[src/hw/swap_ctrl_pkg.sv]
package swap_ctrl_pkg;

    // swap FSM states
    // ready_s          idle, asks the host for the first angle
    // fill_s           first buffer filling, nothing to work on yet
    // fill_and_work_s  one buffer filling, the other being worked
    // diverged_work_s  pr0 on current angle, pr1 on next angle
    // work_s           last angle, no more fills
    typedef enum logic [2:0] {
        ready_s,
        fill_s,
        fill_and_work_s,
        diverged_work_s,
        work_s
    } swap_state_t;

    // role of a swappable for a given select bit
    typedef enum logic {
        working,
        filling
    } sw_role_t;

endpackage

[src/hw/nabp_types_pkg.sv]
package nabp_types_pkg;

    // ~~~~~~~~~~~~~~~~~~~~~~~~~~~~~~~~~~~~~~~~~~~~~~~~~~
    // sample and index widths
    // ~~~~~~~~~~~~~~~~~~~~~~~~~~~~~~~~~~~~~~~~~~~~~~~~~~
    // raw host sample, unsigned
    parameter int RAW_W = 12;
    // filtered sample, two's complement
    parameter int FILT_W = 16;
    // samples per projection line
    parameter int S_LEN = 32;
    parameter int S_W = $clog2(S_LEN);
    parameter int ANGLE_W = 8;

    typedef logic [RAW_W-1:0] raw_t;
    typedef logic signed [FILT_W-1:0] filt_t;
    typedef logic [S_W-1:0] s_t;
    typedef logic [ANGLE_W-1:0] angle_t;

    // ~~~~~~~~~~~~~~~~~~~~~~~~~~~~~~~~~~~~~~~~~~~~~~~~~~
    // ramp filter and latencies
    // ~~~~~~~~~~~~~~~~~~~~~~~~~~~~~~~~~~~~~~~~~~~~~~~~~~
    // y[n] = -x[n] + 2 x[n-1] - x[n-2]
    parameter filt_t FIR_TAP0 = -1;
    parameter filt_t FIR_TAP1 = 2;
    parameter filt_t FIR_TAP2 = -1;
    // product stage plus sum stage
    parameter int FIR_LATENCY = 2;
    // host RAM answers an address one cycle later
    parameter int HOST_LATENCY = 1;

endpackage
[src/hw/filtered_ram_if.sv]
interface filtered_ram_if
    import nabp_types_pkg::*;
();

    // fill handshake
    logic fill_kick;
    logic fill_done;
    // host side fill address and filtered write data
    s_t hs_s_val;
    filt_t hs_val;
    // processing side read ports
    s_t pr0_s_val;
    s_t pr1_s_val;
    filt_t pr0_val;
    filt_t pr1_val;

    // swap control end
    modport ctrl (
        output fill_kick, hs_val, pr0_s_val, pr1_s_val,
        input fill_done, hs_s_val, pr0_val, pr1_val
    );

    // line buffer end
    modport ram (
        input fill_kick, hs_val, pr0_s_val, pr1_s_val,
        output fill_done, hs_s_val, pr0_val, pr1_val
    );

endinterface

[src/hw/filtered_ram_top.sv]
module filtered_ram_top
    import nabp_types_pkg::*;
#(
    // address to write distance inside the line buffers
    parameter int FILL_DELAY = HOST_LATENCY + FIR_LATENCY
)
(
    input logic clk,
    input logic reset_n,
    // host
    input angle_t hs_angle,
    input logic hs_has_next_angle,
    input logic hs_next_angle_ack,
    input raw_t hs_raw_val,
    output s_t hs_s_val,
    output logic hs_next_angle,
    // processing
    output angle_t pr_angle,
    output logic pr_has_next_angle,
    input logic pr_next_angle,
    input logic pr_prev_angle_release,
    output logic pr_next_angle_ack,
    output logic pr_prev_angle_release_ack,
    input s_t pr0_s_val,
    input s_t pr1_s_val,
    output filt_t pr0_val,
    output filt_t pr1_val
);

    logic fir_clear;
    filt_t filt_val;

    filtered_ram_if sw0_bus ();
    filtered_ram_if sw1_bus ();

    // host sample -> filtered sample
    ramp_fir u_fir (
        .clk (clk),
        .reset_n (reset_n),
        .clear (fir_clear),
        .in_val (hs_raw_val),
        .out_val (filt_val)
    );

    filtered_ram_swap_control u_ctrl (
        .clk (clk),
        .reset_n (reset_n),
        .hs_angle (hs_angle),
        .hs_has_next_angle (hs_has_next_angle),
        .hs_next_angle_ack (hs_next_angle_ack),
        .hs_val (filt_val),
        .hs_s_val (hs_s_val),
        .hs_next_angle (hs_next_angle),
        .fir_clear (fir_clear),
        .pr_angle (pr_angle),
        .pr_has_next_angle (pr_has_next_angle),
        .pr_next_angle (pr_next_angle),
        .pr_prev_angle_release (pr_prev_angle_release),
        .pr_next_angle_ack (pr_next_angle_ack),
        .pr_prev_angle_release_ack (pr_prev_angle_release_ack),
        .pr0_s_val (pr0_s_val),
        .pr1_s_val (pr1_s_val),
        .pr0_val (pr0_val),
        .pr1_val (pr1_val),
        .sw0 (sw0_bus),
        .sw1 (sw1_bus)
    );

    // double buffer
    filtered_ram_swappable #(.FILL_DELAY(FILL_DELAY)) u_sw0 (
        .clk (clk),
        .reset_n (reset_n),
        .bus (sw0_bus)
    );

    filtered_ram_swappable #(.FILL_DELAY(FILL_DELAY)) u_sw1 (
        .clk (clk),
        .reset_n (reset_n),
        .bus (sw1_bus)
    );

endmodule

[src/hw/filtered_ram_swap_control.sv]
module filtered_ram_swap_control
    import nabp_types_pkg::*;
    import swap_ctrl_pkg::*;
(
    input logic clk,
    input logic reset_n,
    // host
    input angle_t hs_angle,
    input logic hs_has_next_angle,
    input logic hs_next_angle_ack,
    input filt_t hs_val,
    output s_t hs_s_val,
    output logic hs_next_angle,
    output logic fir_clear,
    // processing
    output angle_t pr_angle,
    output logic pr_has_next_angle,
    input logic pr_next_angle,
    input logic pr_prev_angle_release,
    output logic pr_next_angle_ack,
    output logic pr_prev_angle_release_ack,
    input s_t pr0_s_val,
    input s_t pr1_s_val,
    output filt_t pr0_val,
    output filt_t pr1_val,
    // the two line buffers
    filtered_ram_if.ctrl sw0,
    filtered_ram_if.ctrl sw1
);

    swap_state_t state;
    swap_state_t next_state;

    // sw_sel | sw0     | sw1
    //      0 | working | filling
    //      1 | filling | working
    logic sw_sel;
    sw_role_t sw0_role;
    sw_role_t sw1_role;

    logic fill_done;
    logic fill_kick;
    logic swap;
    logic swap_curr;
    logic swap_prev;
    logic diverged;
    logic prev_angle_release;

    assign sw0_role = sw_sel ? filling : working;
    assign sw1_role = sw_sel ? working : filling;

    // ~~~~~~~~~~~~~~~~~~~~~~~~~~~~~~~~~~~~~~~~~~~~~~~~~~
    // mux and demux to the line buffers
    // ~~~~~~~~~~~~~~~~~~~~~~~~~~~~~~~~~~~~~~~~~~~~~~~~~~
    // status and fill address come from the filling buffer
    assign fill_done = (sw0_role == filling) ? sw0.fill_done : sw1.fill_done;
    assign hs_s_val = (sw0_role == filling) ? sw0.hs_s_val : sw1.hs_s_val;
    // kick goes to the working buffer, it turns filling on the same edge
    assign sw0.fill_kick = (sw0_role == working) && fill_kick;
    assign sw1.fill_kick = (sw1_role == working) && fill_kick;
    // only the sequenced buffer writes, data can go to both
    assign sw0.hs_val = hs_val;
    assign sw1.hs_val = hs_val;
    assign sw0.pr0_s_val = pr0_s_val;
    assign sw1.pr0_s_val = pr0_s_val;
    assign sw0.pr1_s_val = pr1_s_val;
    assign sw1.pr1_s_val = pr1_s_val;

    // sw_sel diverged | pr0 pr1
    //      0        0 | sw0 sw0
    //      0        1 | sw0 sw1
    //      1        0 | sw1 sw1
    //      1        1 | sw1 sw0
    assign diverged = (state == diverged_work_s);
    assign pr0_val = (sw0_role == working) ? sw0.pr0_val : sw1.pr0_val;
    assign pr1_val = (sw_sel ^ diverged) ? sw1.pr1_val : sw0.pr1_val;

    // ~~~~~~~~~~~~~~~~~~~~~~~~~~~~~~~~~~~~~~~~~~~~~~~~~~
    // swap detection and hand-off strobes
    // ~~~~~~~~~~~~~~~~~~~~~~~~~~~~~~~~~~~~~~~~~~~~~~~~~~
    // release the oldest angle once the filling buffer is done,
    // only when advancing, never while entering the diverged mode
    assign prev_angle_release = pr_prev_angle_release && fill_done &&
                                ((state == fill_s) || (state == diverged_work_s));

    // host ack when there is another angle, else the release itself
    assign swap_curr = hs_has_next_angle ? hs_next_angle_ack : prev_angle_release;
    assign swap = swap_curr && !swap_prev;

    always_ff @(posedge clk)
    begin
        if (!reset_n)
            swap_prev <= 1'b0;
        else
            swap_prev <= swap_curr;
    end

    assign fill_kick = swap && hs_has_next_angle;
    // FIR history restarts with every line
    assign fir_clear = fill_kick;

    assign hs_next_angle = (state == ready_s) || prev_angle_release;
    assign pr_prev_angle_release_ack = (state != ready_s) && pr_prev_angle_release && swap;
    // next buffer done, so pr1 can start on it
    assign pr_next_angle_ack = pr_next_angle && fill_done && (state == fill_and_work_s);

    // angle seen by processing
    always_ff @(posedge clk)
    begin
        if (!reset_n)
        begin
            pr_angle <= '0;
            // processing starts out expecting an angle
            pr_has_next_angle <= 1'b1;
        end
        else if (pr_next_angle_ack || pr_prev_angle_release_ack)
        begin
            pr_angle <= hs_angle;
            pr_has_next_angle <= hs_has_next_angle;
        end
    end

    // ~~~~~~~~~~~~~~~~~~~~~~~~~~~~~~~~~~~~~~~~~~~~~~~~~~
    // mealy FSM
    // ~~~~~~~~~~~~~~~~~~~~~~~~~~~~~~~~~~~~~~~~~~~~~~~~~~
    always_ff @(posedge clk)
    begin
        if (!reset_n)
        begin
            state <= ready_s;
            sw_sel <= 1'b0;
        end
        else
        begin
            state <= next_state;
            if (swap)
                sw_sel <= !sw_sel;
        end
    end

    always_comb
    begin
        next_state = state;
        case (state)
            ready_s:
                if (hs_next_angle_ack)
                    next_state = fill_s;
            fill_s:
                if (swap)
                    next_state = hs_has_next_angle ? fill_and_work_s : work_s;
            fill_and_work_s:
                if (pr_next_angle_ack)
                    next_state = diverged_work_s;
            diverged_work_s:
                if (pr_prev_angle_release_ack)
                    next_state = hs_has_next_angle ? fill_and_work_s : work_s;
            work_s:
                // last line settled, go ask again
                if (fill_done)
                    next_state = ready_s;
            default:
                next_state = ready_s;
        endcase
    end

    // processing may hold both requests, only one is answered per cycle
    a_one_ack: assert property (
        @(posedge clk) disable iff (!reset_n)
        !(pr_next_angle_ack && pr_prev_angle_release_ack)
    ) else $error("next angle and release acked together");

    // pr1 reads the next line, so it stays complete while diverged
    a_diverge_done: assert property (
        @(posedge clk) disable iff (!reset_n)
        (state == diverged_work_s) |-> fill_done
    ) else $error("diverged while the filling buffer is incomplete, sw0 %s",
                  sw0_role.name());

    // in ready_s the only swap is the host answering our request
    a_ready_swap: assert property (
        @(posedge clk) disable iff (!reset_n)
        (state == ready_s && swap) |-> $past(hs_next_angle)
    ) else $error("stray swap in ready_s, sw0 %s", sw0_role.name());

endmodule

[src/hw/filtered_ram_swappable.sv]
module filtered_ram_swappable
    import nabp_types_pkg::*;
#(
    parameter int FILL_DELAY = 3
)
(
    input logic clk,
    input logic reset_n,
    filtered_ram_if.ram bus
);

    // one filtered projection line
    filt_t mem [S_LEN];

    // fill sequencer
    logic filling;
    s_t fill_addr;

    // address delay pipe, meets the filtered sample FILL_DELAY later
    logic [FILL_DELAY-1:0] wr_v;
    s_t wr_s [FILL_DELAY];

    // ~~~~~~~~~~~~~~~~~~~~~~~~~~~~~~~~~~~~~~~~~~~~~~~~~~
    // fill address generation
    // ~~~~~~~~~~~~~~~~~~~~~~~~~~~~~~~~~~~~~~~~~~~~~~~~~~
    // kick in cycle k, addresses 0 .. S_LEN-1 in k+1 .. k+S_LEN
    always_ff @(posedge clk)
    begin
        if (!reset_n)
        begin
            filling <= 1'b0;
            fill_addr <= '0;
        end
        else if (bus.fill_kick)
        begin
            filling <= 1'b1;
            fill_addr <= '0;
        end
        else if (filling)
        begin
            fill_addr <= fill_addr + 1'b1;
            // last address of the line
            if (fill_addr == s_t'(S_LEN - 1))
                filling <= 1'b0;
        end
    end

    assign bus.hs_s_val = fill_addr;

    // valid bits of the pipe
    always_ff @(posedge clk)
    begin
        if (!reset_n)
            wr_v <= '0;
        else
            wr_v <= (wr_v << 1) | FILL_DELAY'(filling);
    end

    // addresses ride along
    always_ff @(posedge clk)
    begin
        wr_s[0] <= fill_addr;
        for (int i = 1; i < FILL_DELAY; i++)
            wr_s[i] <= wr_s[i-1];
    end

    // write lands FILL_DELAY cycles after its address
    always_ff @(posedge clk)
    begin
        if (wr_v[FILL_DELAY-1])
            mem[wr_s[FILL_DELAY-1]] <= bus.hs_val;
    end

    // low from the cycle after the kick until the last write is done
    assign bus.fill_done = !filling && !(|wr_v);

    // ~~~~~~~~~~~~~~~~~~~~~~~~~~~~~~~~~~~~~~~~~~~~~~~~~~
    // read ports
    // ~~~~~~~~~~~~~~~~~~~~~~~~~~~~~~~~~~~~~~~~~~~~~~~~~~
    // data one cycle after address
    always_ff @(posedge clk)
    begin
        bus.pr0_val <= mem[bus.pr0_s_val];
        bus.pr1_val <= mem[bus.pr1_s_val];
    end

    // the control must not restart a line that is still filling
    a_kick_when_done: assert property (
        @(posedge clk) disable iff (!reset_n)
        bus.fill_kick |-> bus.fill_done
    ) else $error("fill kick while line buffer still filling");

endmodule

[src/hw/ramp_fir.sv]
module ramp_fir
    import nabp_types_pkg::*;
(
    input logic clk,
    input logic reset_n,
    input logic clear,
    input raw_t in_val,
    output filt_t out_val
);

    // x[n-1] and x[n-2]
    raw_t x0;
    raw_t x1;
    // clear history, one bit per host latency cycle
    logic [HOST_LATENCY-1:0] clr_sr;
    logic hold;
    // stage 1 tap products
    filt_t prod0;
    filt_t prod1;
    filt_t prod2;

    // zero extend raw sample into the signed domain
    function automatic filt_t widen(raw_t v);
        widen = filt_t'(v);
    endfunction

    // ~~~~~~~~~~~~~~~~~~~~~~~~~~~~~~~~~~~~~~~~~~~~~~~~~~
    // delay line
    // ~~~~~~~~~~~~~~~~~~~~~~~~~~~~~~~~~~~~~~~~~~~~~~~~~~
    // clear comes with the fill kick, the first sample of the line
    // shows up HOST_LATENCY cycles later, so keep history at zero
    // until then
    always_ff @(posedge clk)
    begin
        if (!reset_n)
            clr_sr <= '0;
        else
            clr_sr <= (clr_sr << 1) | HOST_LATENCY'(clear);
    end

    assign hold = clear || (|clr_sr);

    always_ff @(posedge clk)
    begin
        if (hold)
        begin
            x0 <= '0;
            x1 <= '0;
        end
        else
        begin
            x0 <= in_val;
            x1 <= x0;
        end
    end

    // ~~~~~~~~~~~~~~~~~~~~~~~~~~~~~~~~~~~~~~~~~~~~~~~~~~
    // products, then sum
    // ~~~~~~~~~~~~~~~~~~~~~~~~~~~~~~~~~~~~~~~~~~~~~~~~~~
    always_ff @(posedge clk)
    begin
        prod0 <= FIR_TAP0 * widen(in_val);
        prod1 <= FIR_TAP1 * widen(x0);
        prod2 <= FIR_TAP2 * widen(x1);
    end

    // worst case magnitude 4 * (2^RAW_W - 1) fits FILT_W
    always_ff @(posedge clk)
    begin
        out_val <= prod0 + prod1 + prod2;
    end

endmodule

[config.mk]
export PLATFORM = sky130hd
export DESIGN_NAME = filtered_ram_top
export DESIGN_NICKNAME = d
export VERILOG_FILES = /design/src/hw/swap_ctrl_pkg.sv /design/src/hw/nabp_types_pkg.sv /design/src/hw/filtered_ram_if.sv /design/src/hw/filtered_ram_top.sv /design/src/hw/filtered_ram_swap_control.sv /design/src/hw/filtered_ram_swappable.sv /design/src/hw/ramp_fir.sv
export SDC_FILE = /design/constraint.sdc
export NUM_CORES = 1
export LEC_CHECK = 0
export BUFFER_PORTS_ARGS = -buffer_cell sky130_fd_sc_hd__clkbuf_2
export CORE_UTILIZATION = 40
export CTS_BUF_LIST = sky130_fd_sc_hd__clkbuf_8
export DETAILED_ROUTE_END_ITERATION = 16
export GPL_TIMING_DRIVEN = 0
export MAX_ROUTING_LAYER = met4
export SLEW_MARGIN = 0
export SYNTH_ARGS = -nofsm -noshare
export SYNTH_HDL_FRONTEND = slang
export SYNTH_SLANG_ARGS = --single-unit
[constraint.sdc]
create_clock -name clk -period 3.2 [get_ports clk]
set_clock_uncertainty 0.2 [all_clocks]
set_input_delay 0.64 -clock clk [delete_from_list [all_inputs] [get_ports clk]]
set_output_delay 0.64 -clock clk [all_outputs]
set_load 0.02 [all_outputs]
Word-level counts from Yosys, hierarchy flattened
Memories as Yosys holds them, arrays and structs flattened. A register that Yosys moved wholly into a read port is not among the register bits.
Cells that the tools add are included.
W data, S select, Z words.
{"block": "classes", "add_sub_neg": 6, "multipliers": 0, "div": 0, "order_cmp": 0, "eq_ne": 11, "n_shift": 0, "muxes": 23, "bitwise": 5, "n_reduce_logical": 29}
{"cell": "$mux W16", "count": 2}
{"cell": "$neg A12 Y16", "count": 2}
{"cell": "$mux W3", "count": 6}
{"cell": "$add A16 B14 Y16", "count": 1}
{"cell": "$add A16 B16 Y16", "count": 1}
{"cell": "$pmux W3 S5", "count": 1}
{"cell": "$mux W1", "count": 13}
{"cell": "$logic_and A1 B1 Y1", "count": 12}
{"cell": "$add A5 B1 Y5 const B", "count": 2}
{"cell": "$eq A5 B5 Y1 const B", "count": 2}
{"cell": "$ne A2 B1 Y1 const B", "count": 4}
{"cell": "$eq A3 B2 Y1 const B", "count": 2}
{"cell": "$logic_not A1 Y1", "count": 6}
{"cell": "$or A3 B1 Y3", "count": 2}
{"cell": "$reduce_or A3 Y1", "count": 2}
{"cell": "$mux W5", "count": 1}
{"cell": "$reduce_and A5 Y1", "count": 1}
{"cell": "$logic_or A1 B1 Y1", "count": 4}
{"cell": "$reduce_or A2 Y1", "count": 2}
{"cell": "$eq A3 B1 Y1 const B", "count": 1}
{"cell": "$eq A3 B3 Y1 const B", "count": 1}
{"cell": "$logic_not A3 Y1", "count": 1}
{"cell": "$reduce_bool A3 Y1", "count": 1}
{"cell": "$ne A2 B2 Y1 const B", "count": 1}
{"cell": "other kinds (2)", "count": 3}
{"block": "totals", "register_bits": 117, "latch_bits": 0, "mem_bits_rw": 1054, "rom_bits": 0, "elab_cells": 96, "n_memories": 4}
{"memory": "u_sw0.mem", "words": 32, "word_bits": 16, "rd": 2, "rd_ports_with_merged_regs": 2, "wr": 1, "line": "filtered_ram_swappable.sv:13", "text": "filt_t mem [S_LEN];"}
{"memory": "u_sw1.mem", "words": 32, "word_bits": 16, "rd": 2, "rd_ports_with_merged_regs": 2, "wr": 1, "line": "filtered_ram_swappable.sv:13"}
{"memory": "u_sw0.wr_s", "words": 3, "word_bits": 5, "rd": 3, "rd_ports_with_merged_regs": 0, "wr": 3, "line": "filtered_ram_swappable.sv:21", "text": "s_t wr_s [FILL_DELAY];"}
{"memory": "u_sw1.wr_s", "words": 3, "word_bits": 5, "rd": 3, "rd_ports_with_merged_regs": 0, "wr": 3, "line": "filtered_ram_swappable.sv:21"}

Longest topological paths before layout
Gate-level depths: netlist of run 1.
{"block": "depth", "word_depth": 11, "mapped_depth": 9, "mapped_depth_nobuf": 9}

Cells and area by module
From an unflattened synthesis of run 1, not the netlist that was laid out.
{"block": "hier_totals", "hier_cells": 4044, "hier_area_um2": 57206.1}
{"mod": "filtered_ram_swappable", "instances": 2, "cells_per_inst": 1775, "area_each_um2": 26097.5, "seq_area_each_um2": 16495.8}
{"mod": "ramp_fir", "instances": 1, "cells_per_inst": 304, "area_each_um2": 3379.5, "seq_area_each_um2": 1701.6}
{"mod": "filtered_ram_swap_control", "instances": 1, "cells_per_inst": 190, "area_each_um2": 1631.6, "seq_area_each_um2": 280.3}

Worst setup path before layout of run 1
Ideal clock, no wire load.
{"block": "synth_path", "kind": "register to output", "startpoint": "reg u_ctrl.state[0]", "endpoint": "out pr1_val[10]", "t_arrival_ps": 1903, "slack_ps": 457, "path_stages_with_launch": 7, "path_buffers": 2, "cell_sequence": "dfxtp_1 -> clkbuf_1 -> nor2b_1 -> nand2_1 -> xor2_1 -> buf_2 -> mux2_2"}
{"block": "synth_between", "elab_chain_len": 3}
{"element": "start, declared", "line": "filtered_ram_swap_control.sv:31", "text": "swap_state_t state;"}
{"element": "start signal, assigned", "line": "filtered_ram_swap_control.sv:130", "text": "state <= ready_s;"}
{"element": "start signal, assigned", "line": "filtered_ram_swap_control.sv:135", "text": "state <= next_state;"}
{"element": "$eq A3 B2 Y1", "line": "filtered_ram_swap_control.sv:74", "text": "assign diverged = (state == diverged_work_s);"}
{"element": "$xor A1 B1 Y1", "line": "filtered_ram_swap_control.sv:76", "text": "assign pr1_val = (sw_sel ^ diverged) ? sw1.pr1_val : sw0.pr1_val;"}
{"element": "$mux W16", "line": "filtered_ram_swap_control.sv:76"}
{"element": "end, declared", "line": "filtered_ram_top.sv:27", "text": "output filt_t pr1_val"}
Every way passes these cells.

Worst setup path after layout of run 1
{"block": "layout_path", "startpoint": "reg u_ctrl.state[0]", "endpoint": "out pr1_val[13]"}
Same word-level chain as after synthesis.

==> results of run 1 <==
==> flip-flops by register name, indices dropped and copies added (netlist names), 5 cells and up <==
name	cells
u_ctrl.pr_angle	8
u_sw1.bus.pr0_val	16
u_sw1.mem	512
u_fir.prod2	16
u_sw1.bus.pr1_val	16
u_sw0.bus.pr0_val	16
u_fir.out_val	16
u_sw0.wr_s	15
u_fir.x1	12
u_sw1.bus.hs_s_val	5
u_sw1.wr_s	15
u_sw0.bus.pr1_val	16
u_sw0.mem	512
u_fir.x0	12
u_fir.prod1	12
u_fir.prod0	16
u_sw0.bus.hs_s_val	5
==> layout make-up <==
class / instances / area (µm²)
diodes: 3 / 7.51
plain buffers: 186 / 885
clock buffers: 221 / 3040
clock inverters: 153 / 842
fillers: 11100 / 70500
inverters: 13 / 48.8
multi-input cells: 1330 / 18600
flip-flops and latches: 1235 / 35000
well taps: 1768 / 2210
repair buffers: 213 / 2600
==> where the power goes <==
part,internal (mW),leakage (nW),switching [mW]
clock,6.79,2.29,6.51
combinational,1.99,8.17,3.41
sequential,19.6,10.9,1.06
==> worst reg2reg max path, delay by kind of cell (launching register included) <==
family | cells | cell delay [ns]
AND/OR/NAND/NOR | 1 | 0.07
XOR/XNOR | 1 | 0.22
adder cells (fa/ha/maj) | 3 | 0.89
AO/OA/AOI/OAI | 3 | 1.10
buffers and inverters | 1 | 0.08
flip-flops | 1 | 0.31
==> logic make-up after synthesis <==
kind of cell	after synthesis	share of synthesized area
AOI/OAI and AO/OA	173	0.0263
xor gates and xnor gates	40	0.00647
adders and majority gates	36	0.0101
buffers and inverters	201	0.0161
DFF	1235	0.646
muxes	819	0.271
and+or+nand+nor	262	0.0243
==> through the flow <==
stage	instances	setup TNS (ns)
floorplan	2766	0
global placement	4612	-130.82
detailed placement	4692	-35.78
CTS	5111	-5.82
global route	5121	-5.97
finish	5122	-3.49
==> placed cells by master, fill, tap and decap left out, drive strengths merged, types with 33 or more instances in the layout <==
cell type	instances
a221oi	64
dlygate4sd3	38
nor2	101
dfxtp	211
mux2i	270
inv	103
and2	33
buf	207
edfxtp	1024
mux2	37
clkbuf	375
mux4	512
a22o	64
clkinv	55
nand2	37
==> what timing repair did <==
| action | CTS | global route |
|---|---|---|
| gates resized for setup | 102 | 51 |
| endpoints found under the setup margin | 43 | 20 |
| endpoints found under the hold margin | 45 | 0 |
| gates cloned | 2 | 0 |
| buffers inserted | 7 | 8 |
| hold buffers | 38 | 0 |
| pin swaps | 2 | 5 |
==> path summary, 6_finish.rpt <==
check | startpoint | endpoint | slack (ns) | depth (start not counted)
setup reg to reg | u_fir.prod2[1] | u_fir.out_val[15] | 0.23 | 9
hold reg to reg | u_sw1.wr_s[0][9] | u_sw1.wr_s[0][14] | 0.11 | 0
setup / recovery | u_ctrl.state[0] | pr1_val[13] | -0.21 | 7
hold / removal | u_sw1.wr_s[0][9] | u_sw1.wr_s[0][14] | 0.11 | 0
==> routing by layer <==
metal / up-vias / wire (µm)
li1: 12500 / -
met1: 16500 / 63200
met2: 1507 / 77900
met3: 303 / 14400
met4: 0 / 5900
met5: - / 0
==> results.txt, run 1 <==
The overall die area is 137000 µm². The tightest min-delay check is of the register to register type. The highest clock rate came out at 293 MHz.

Clock-pin slew was measured on the worst setup and hold paths at 0.06 ns. The initial standard-cell utilization of the core is 0.405. The most used flip-flop cell after synthesis is edfxtp_1. TritonCTS built the clock tree. The number of top-level pins is 85. By startpoint and endpoint, the worst setup path is classified as register to output port.

The number of clock sinks came out at 1235. Averaged over all synthesized cells, the footprint is 19.6 µm². The area of placed instances came out at 58300 µm². The number of DRC violations after detailed routing came out at 6. The dominant cell by count in the synthesized netlist is edfxtp_1. The cell type of the slowest stage on the worst timing path is dfxtp_4.

The worst setup path is launched from a register. The cell sitting at the root of the clock tree is a clkbuf_8. The finished layout cell area came out at 63300 µm². The number of global-route vias before repair is 31800. The number of buffer and inverter stages on the critical path came out at 3. The number of buffers created by CTS is 199.

The count of synthesis-stage warnings from yosys came out at 0. The total track usage came out at 0.243. Ranked by instance count, the synthesized netlist is headed by 1024 x edfxtp_1, 512 x mux4_2, 270 x mux2i_1, 211 x dfxtp_1, 107 x clkbuf_1. Of the cells placed in the final design, the portion with a size suffix greater than 1 is 0.347.

The die height is 370 µm. The detail route stage leaves a number of antenna-violating nets equal to 0. Input and output buffers added on the ports amount to 78. The post-synthesis cell count came out at 2766. The stage delay of the slowest cell on the critical path is 0.35 ns.

The first detailed-routing pass ran for 11 iterations. After the last flow step, the layout net total stands at 3250. The total congestion overflow is 0.

For met2 alone, demand over resource in global routing was 0.378. The number of enable flip-flop cells after synthesis is 1024. The endpoint class of the critical path is an output port. The leakage component of the power is 21.4 nW. Setup repair after global routing could not meet its margin everywhere. The worst relative slew slack is 0.0769. The total power of the final layout came out at 39.3 mW. In this run the horizontal extent of the chip is 370 µm. The clock latency on the worst-skew pair is 0.92 ns. The fraction of synthesized cell area taken by the top area cell type came out at 0.568. The met1 track demand over resource is 0.312. The final critical delay including setup and external delays came out at 3.41 ns. For this run, global-route usage on met3 was measured as 0.0560. Grouping stages by cell kind, the critical path spends the most delay in buffers and inverters. The cell type with the highest occurrence count on the critical path is buf_8. The vias per cell came out at 6.02. The number of max-slew violations in the final report came out at 0. Counting every net in the synthesized netlist gives 2838.

The initial antenna violation count is 4. The data required time at the worst endpoint is 2.36 ns. The final-report setup violation count is 26. For the worst setup path, the data arrival time is 2.57 ns. In this run, synthesis produced a sequential element count of 1235. The routed layout has 30900 vias.

The wire length of the first global-routing pass came out at 228000 µm. The global placer's final weighted congestion is 0.908. After the first detailed-routing iteration, the DRC count stood at 3441. The run finished, with violations left.

Setup slack on the critical path of the routed design comes to -0.213 ns. The growth of design area from synthesis to finish is 16.8%. At the end of the flow the core is filled with cells to 0.473. Row generation in the floorplan step produced 134 rows.

The routed wire length per instance is 31.5 µm. The minimum setup slack after placement came out at -1.30 ns. The slew at the pin with the worst max-slew slack is 1.38 ns. Summed over all instances, the cell type with the most area after synthesis is edfxtp_1. The minimum hold slack is 0.112 ns. The area of the core came out at 134000 µm².

The signal on the critical path passes through nor2b_4 > nand2_4 > xor2_2 > buf_8 > buf_12 > mux2_4 > buf_8. The number of hold violations in the final report is 0. Dividing the final minimum period by the clock period gives 1.07. The power density over the cells is 622 nW/µm². Entering global routing, the biggest net connects 61 pins. The sequential share of the synthesized area came out at 0.646.

The fraction of registers with async set or reset after synthesis came out at 0. The detailed-placement wirelength estimate is 114000 µm. The post-detailed-routing wire length is 161000 µm. The synthesized netlist occupies a cell area of 54100 µm².

The longest clock path from root to sink contains 3 buffers. In the post-synthesis netlist, the biggest area contributors are edfxtp_1 57%, mux4_2 21%, dfxtp_1 7.8%. Across the run, the number of max-cap violations was 0. The count of distinct cell types in the synthesized netlist came out at 53. The most used routing layer in global routing is met2. The final reports fail on design-rule violations, negative setup slack. Across the VDD grid, the largest voltage drop is 466 µV. The count of H-tree levels built during CTS is 4. Along the worst path, the maximum fanout reaches 5.
Note: power is estimated with default switching activity, not from simulation.
==> run 2, diff against run 1 <==
--- a/config.mk
+++ b/config.mk
@@ -11,6 +11,7 @@
 export DETAILED_ROUTE_END_ITERATION = 16
 export GPL_TIMING_DRIVEN = 0
 export MAX_ROUTING_LAYER = met4
+export RECOVER_POWER = 100
 export SLEW_MARGIN = 0
 export SYNTH_ARGS = -nofsm -noshare
 export SYNTH_HDL_FRONTEND = slang
==> results.txt, run 2 (synthesis gave the netlist of run 1 again) <==
The area of combinational cells with multiple inputs came to 18500 µm² (-0.42%). The vias per cell was 6.01 (-0.23%). The highest clock rate is 294 MHz (+0.18%). The count of H-tree levels built during CTS is 4 (unchanged). The routed via count came out at 30800 (-0.23%).

The overall die area is 137000 µm² (unchanged). The area taken by flip-flops and latches came out at 35000 µm² (about the same). The worst path setup slack after routing came out at -0.207 ns (+0.00627 ns). The routed wire length per instance is 31.5 µm (-0.11%). The number of standard-cell rows in the floorplan came out at 134 (unchanged).

The accumulated negative setup slack came out at -3.49 ns (-0.00695 ns). The initial antenna violation count came out at 4 (unchanged). The global placer's final weighted congestion came out at 0.908 (unchanged).

The number of hold violations in the final report came out at 0 (unchanged). In the layout the commonest cells are 1024 x edfxtp_1, 512 x mux4_2, 270 x mux2i_1. The part of the cycle the worst path needs is 1.06 (-0.00196). The maximum number of pins on one net before global-route repair is 61 (unchanged). Setup repair after global routing could not meet its margin everywhere.

The fraction of power consumed by the clock network came out at 0.340 (+0.002). The slew at the pin with the worst max-slew slack came to 2.64 ns (+1.26 ns). The flow ran to the end, but the final reports show violations. The detailed-placement wirelength estimate came out at 114000 µm (unchanged). The worst setup path is captured at an output port. The sequential power share came out at 0.529 (+0.004). The worst vdd rail ir drop is 452 µV (-3.0%). The final reports fail on design-rule violations, max-capacitance violations, max-slew violations, negative setup slack. The filler cell count in the final layout is 11100 (+0.59%). The detailed-router iteration count before antenna repair came out at 12 (+1). The number of max-slew violations in the final report is 61 (+61). The fraction of power consumed by combinational cells came out at 0.130 (-0.007). The number of global-route vias before repair is 31800 (unchanged). The number of top-level pins is 85 (unchanged). The number of maximum-capacitance violations was 1 (+1). The number of buffers inserted by port buffering is 78 (unchanged).

The data required time at the worst endpoint came out at 2.36 ns (about the same). The stage delay of the slowest cell on the critical path came out at 0.35 ns (about the same). The total track usage was 0.243 (unchanged). Traced cell by cell, the critical path runs through nor2b_4 > nand2_4 > xor2_2 > buf_8 > buf_12 > mux2_4 > buf_8. The total congestion overflow is 0 (unchanged).

The area of the core is 134000 µm² (unchanged). The startpoint type of the worst setup path is a register. The number of buffers created by CTS is 199 (unchanged). The number of DRC violations after detailed routing is 6 (unchanged). The remaining antenna violation count is 0 (unchanged). The TritonCTS clock tree is built.

The number of clock sinks was 1235 (unchanged). The fraction of layout cells with a size suffix above 1 is 0.329 (-0.0176). The leakage component of the power is 21.3 nW (-0.61%). The initial standard-cell utilization of the core came out at 0.405 (unchanged).

The worst-case clock buffer depth came out at 3 (unchanged). The critical path class is register to output port. The internal power of the cells is 28.1 mW (-0.80%). In this run the clock root is driven by a clkbuf_8. The power density over the cells was 621 nW/µm² (about the same). The data arrival time of the critical path is 2.57 ns (about the same). The growth of design area from synthesis to finish came out at 16.1%.

The switching share of power came to 0.280 (+0.000665). The clock-pin slew of the registers on the worst-case setup and hold paths came out at 0.06 ns (about the same). The clock latency on the worst-skew pair is 0.92 ns (about the same).

The net load switching power came out at 10.9 mW (-0.47%). The first-iteration detailed-routing DRC count came out at 3421 (-0.58%). The wire length of the first global-routing pass is 228000 µm (unchanged). The post-detailed-routing wire length is 161000 µm (-0.11%). The library cell used most frequently in the layout, excluding fill and tap cells, is edfxtp_1. The cell type with the highest occurrence count on the critical path is buf_8.

The worst relative slew slack came out at -0.760 (-0.837). The share of the core filled with cells is 0.470 (-0.00297). The final-report setup violation count is 25 (-3.8%). The die span in x is 370 µm (unchanged). The net total in the final layout came out at 3250 (unchanged).

The final critical delay including setup and external delays came out at 3.41 ns (-0.00627 ns). The cell type of the slowest stage on the worst timing path is dfxtp_4. The die height came to 370 µm (unchanged).

The class of the most critical hold timing path is register to register. The highest net fanout along the worst path came to 5 (unchanged).
## run 2: path summary, 6_finish.rpt
check,slack (ns),end,cells after the start,startpoint
min,0.11,u_sw1.wr_s[0][14],0,u_sw1.wr_s[0][9]
max reg2reg,0.03,u_sw1.mem[25][15],1,u_fir.out_val[15]
max,-0.21,pr1_val[14],7,u_ctrl.state[0]
min reg2reg,0.11,u_sw1.wr_s[0][14],0,u_sw1.wr_s[0][9]
## run 2: through the flow
| step | cells | worst slack (ns) | hold WS (ns) | power, mW | cell area (µm²) |
|---|---|---|---|---|---|
| 2_1_floorplan | 2766 | 0.457 | 0.110 | 23.1 | 54100 |
| 3_3_place_gp | 4612 | -1.72 | 0.118 | 25.5 | 56700 |
| 3_5_place_dp | 4692 | -1.30 | 0.114 | 26.0 | 58300 |
| 4_1_cts | 5111 | -0.338 | 0.117 | 39.4 | 63100 |
| 5_1_grt | 5121 | -0.292 | 0.129 | 40.2 | 62900 |
| 6_report | 5122 | -0.207 | 0.114 | 39.1 | 62900 |
## run 2: worst max-delay path: cells and delay by family (launching register included)
| family | cells | cell delay, ns |
|---|---|---|
| buffers and inverters | 3 | 0.49 |
| DFF | 1 | 0.35 |
| xor gates and xnor gates | 1 | 0.18 |
| muxes | 1 | 0.35 |
| and+or+nand+nor | 2 | 0.26 |
## run 2: metal layers
metal / vias up / share of wire / global-route usage
met5: - / 0 / -
met4: 0 / 0.039 / 0.0905
met2: 1542 / 0.48 / 0.378
li1: 12500 / - / -
met1: 16400 / 0.39 / 0.312
met3: 281 / 0.091 / 0.0560
## run 2: power groups by stage
stage	Sequential, mW	Combinational (mW)	Clock [mW]
after floorplan	21.0	2.17	0
after global placement	22.2	3.27	0
after detailed placement	21.0	5.05	0
after CTS	20.6	5.29	13.5
after global routing	20.8	5.34	14.1
final	20.7	5.09	13.3
## run 2: cell type report
cell class	count	area share
antenna	3	0.000119
buffer	186	0.0141
clock buffer	221	0.0484
clock inverter	153	0.0134
inverter	13	0.000776
multi-input combinational	1330	0.295
sequential	1235	0.557
tap	1768	0.0352
timing repair buffer	213	0.0366
## run 2: repair_timing
action | 4_1_cts | 5_1_grt
endpoints found under the hold margin | 45 | 0
gates cloned | 2 | 0
pin swaps | 2 | 5
buffers inserted | 7 | 8
setup endpoints to repair | 43 | 20
gates resized for setup | 102 | 51
hold buffers | 38 | 0
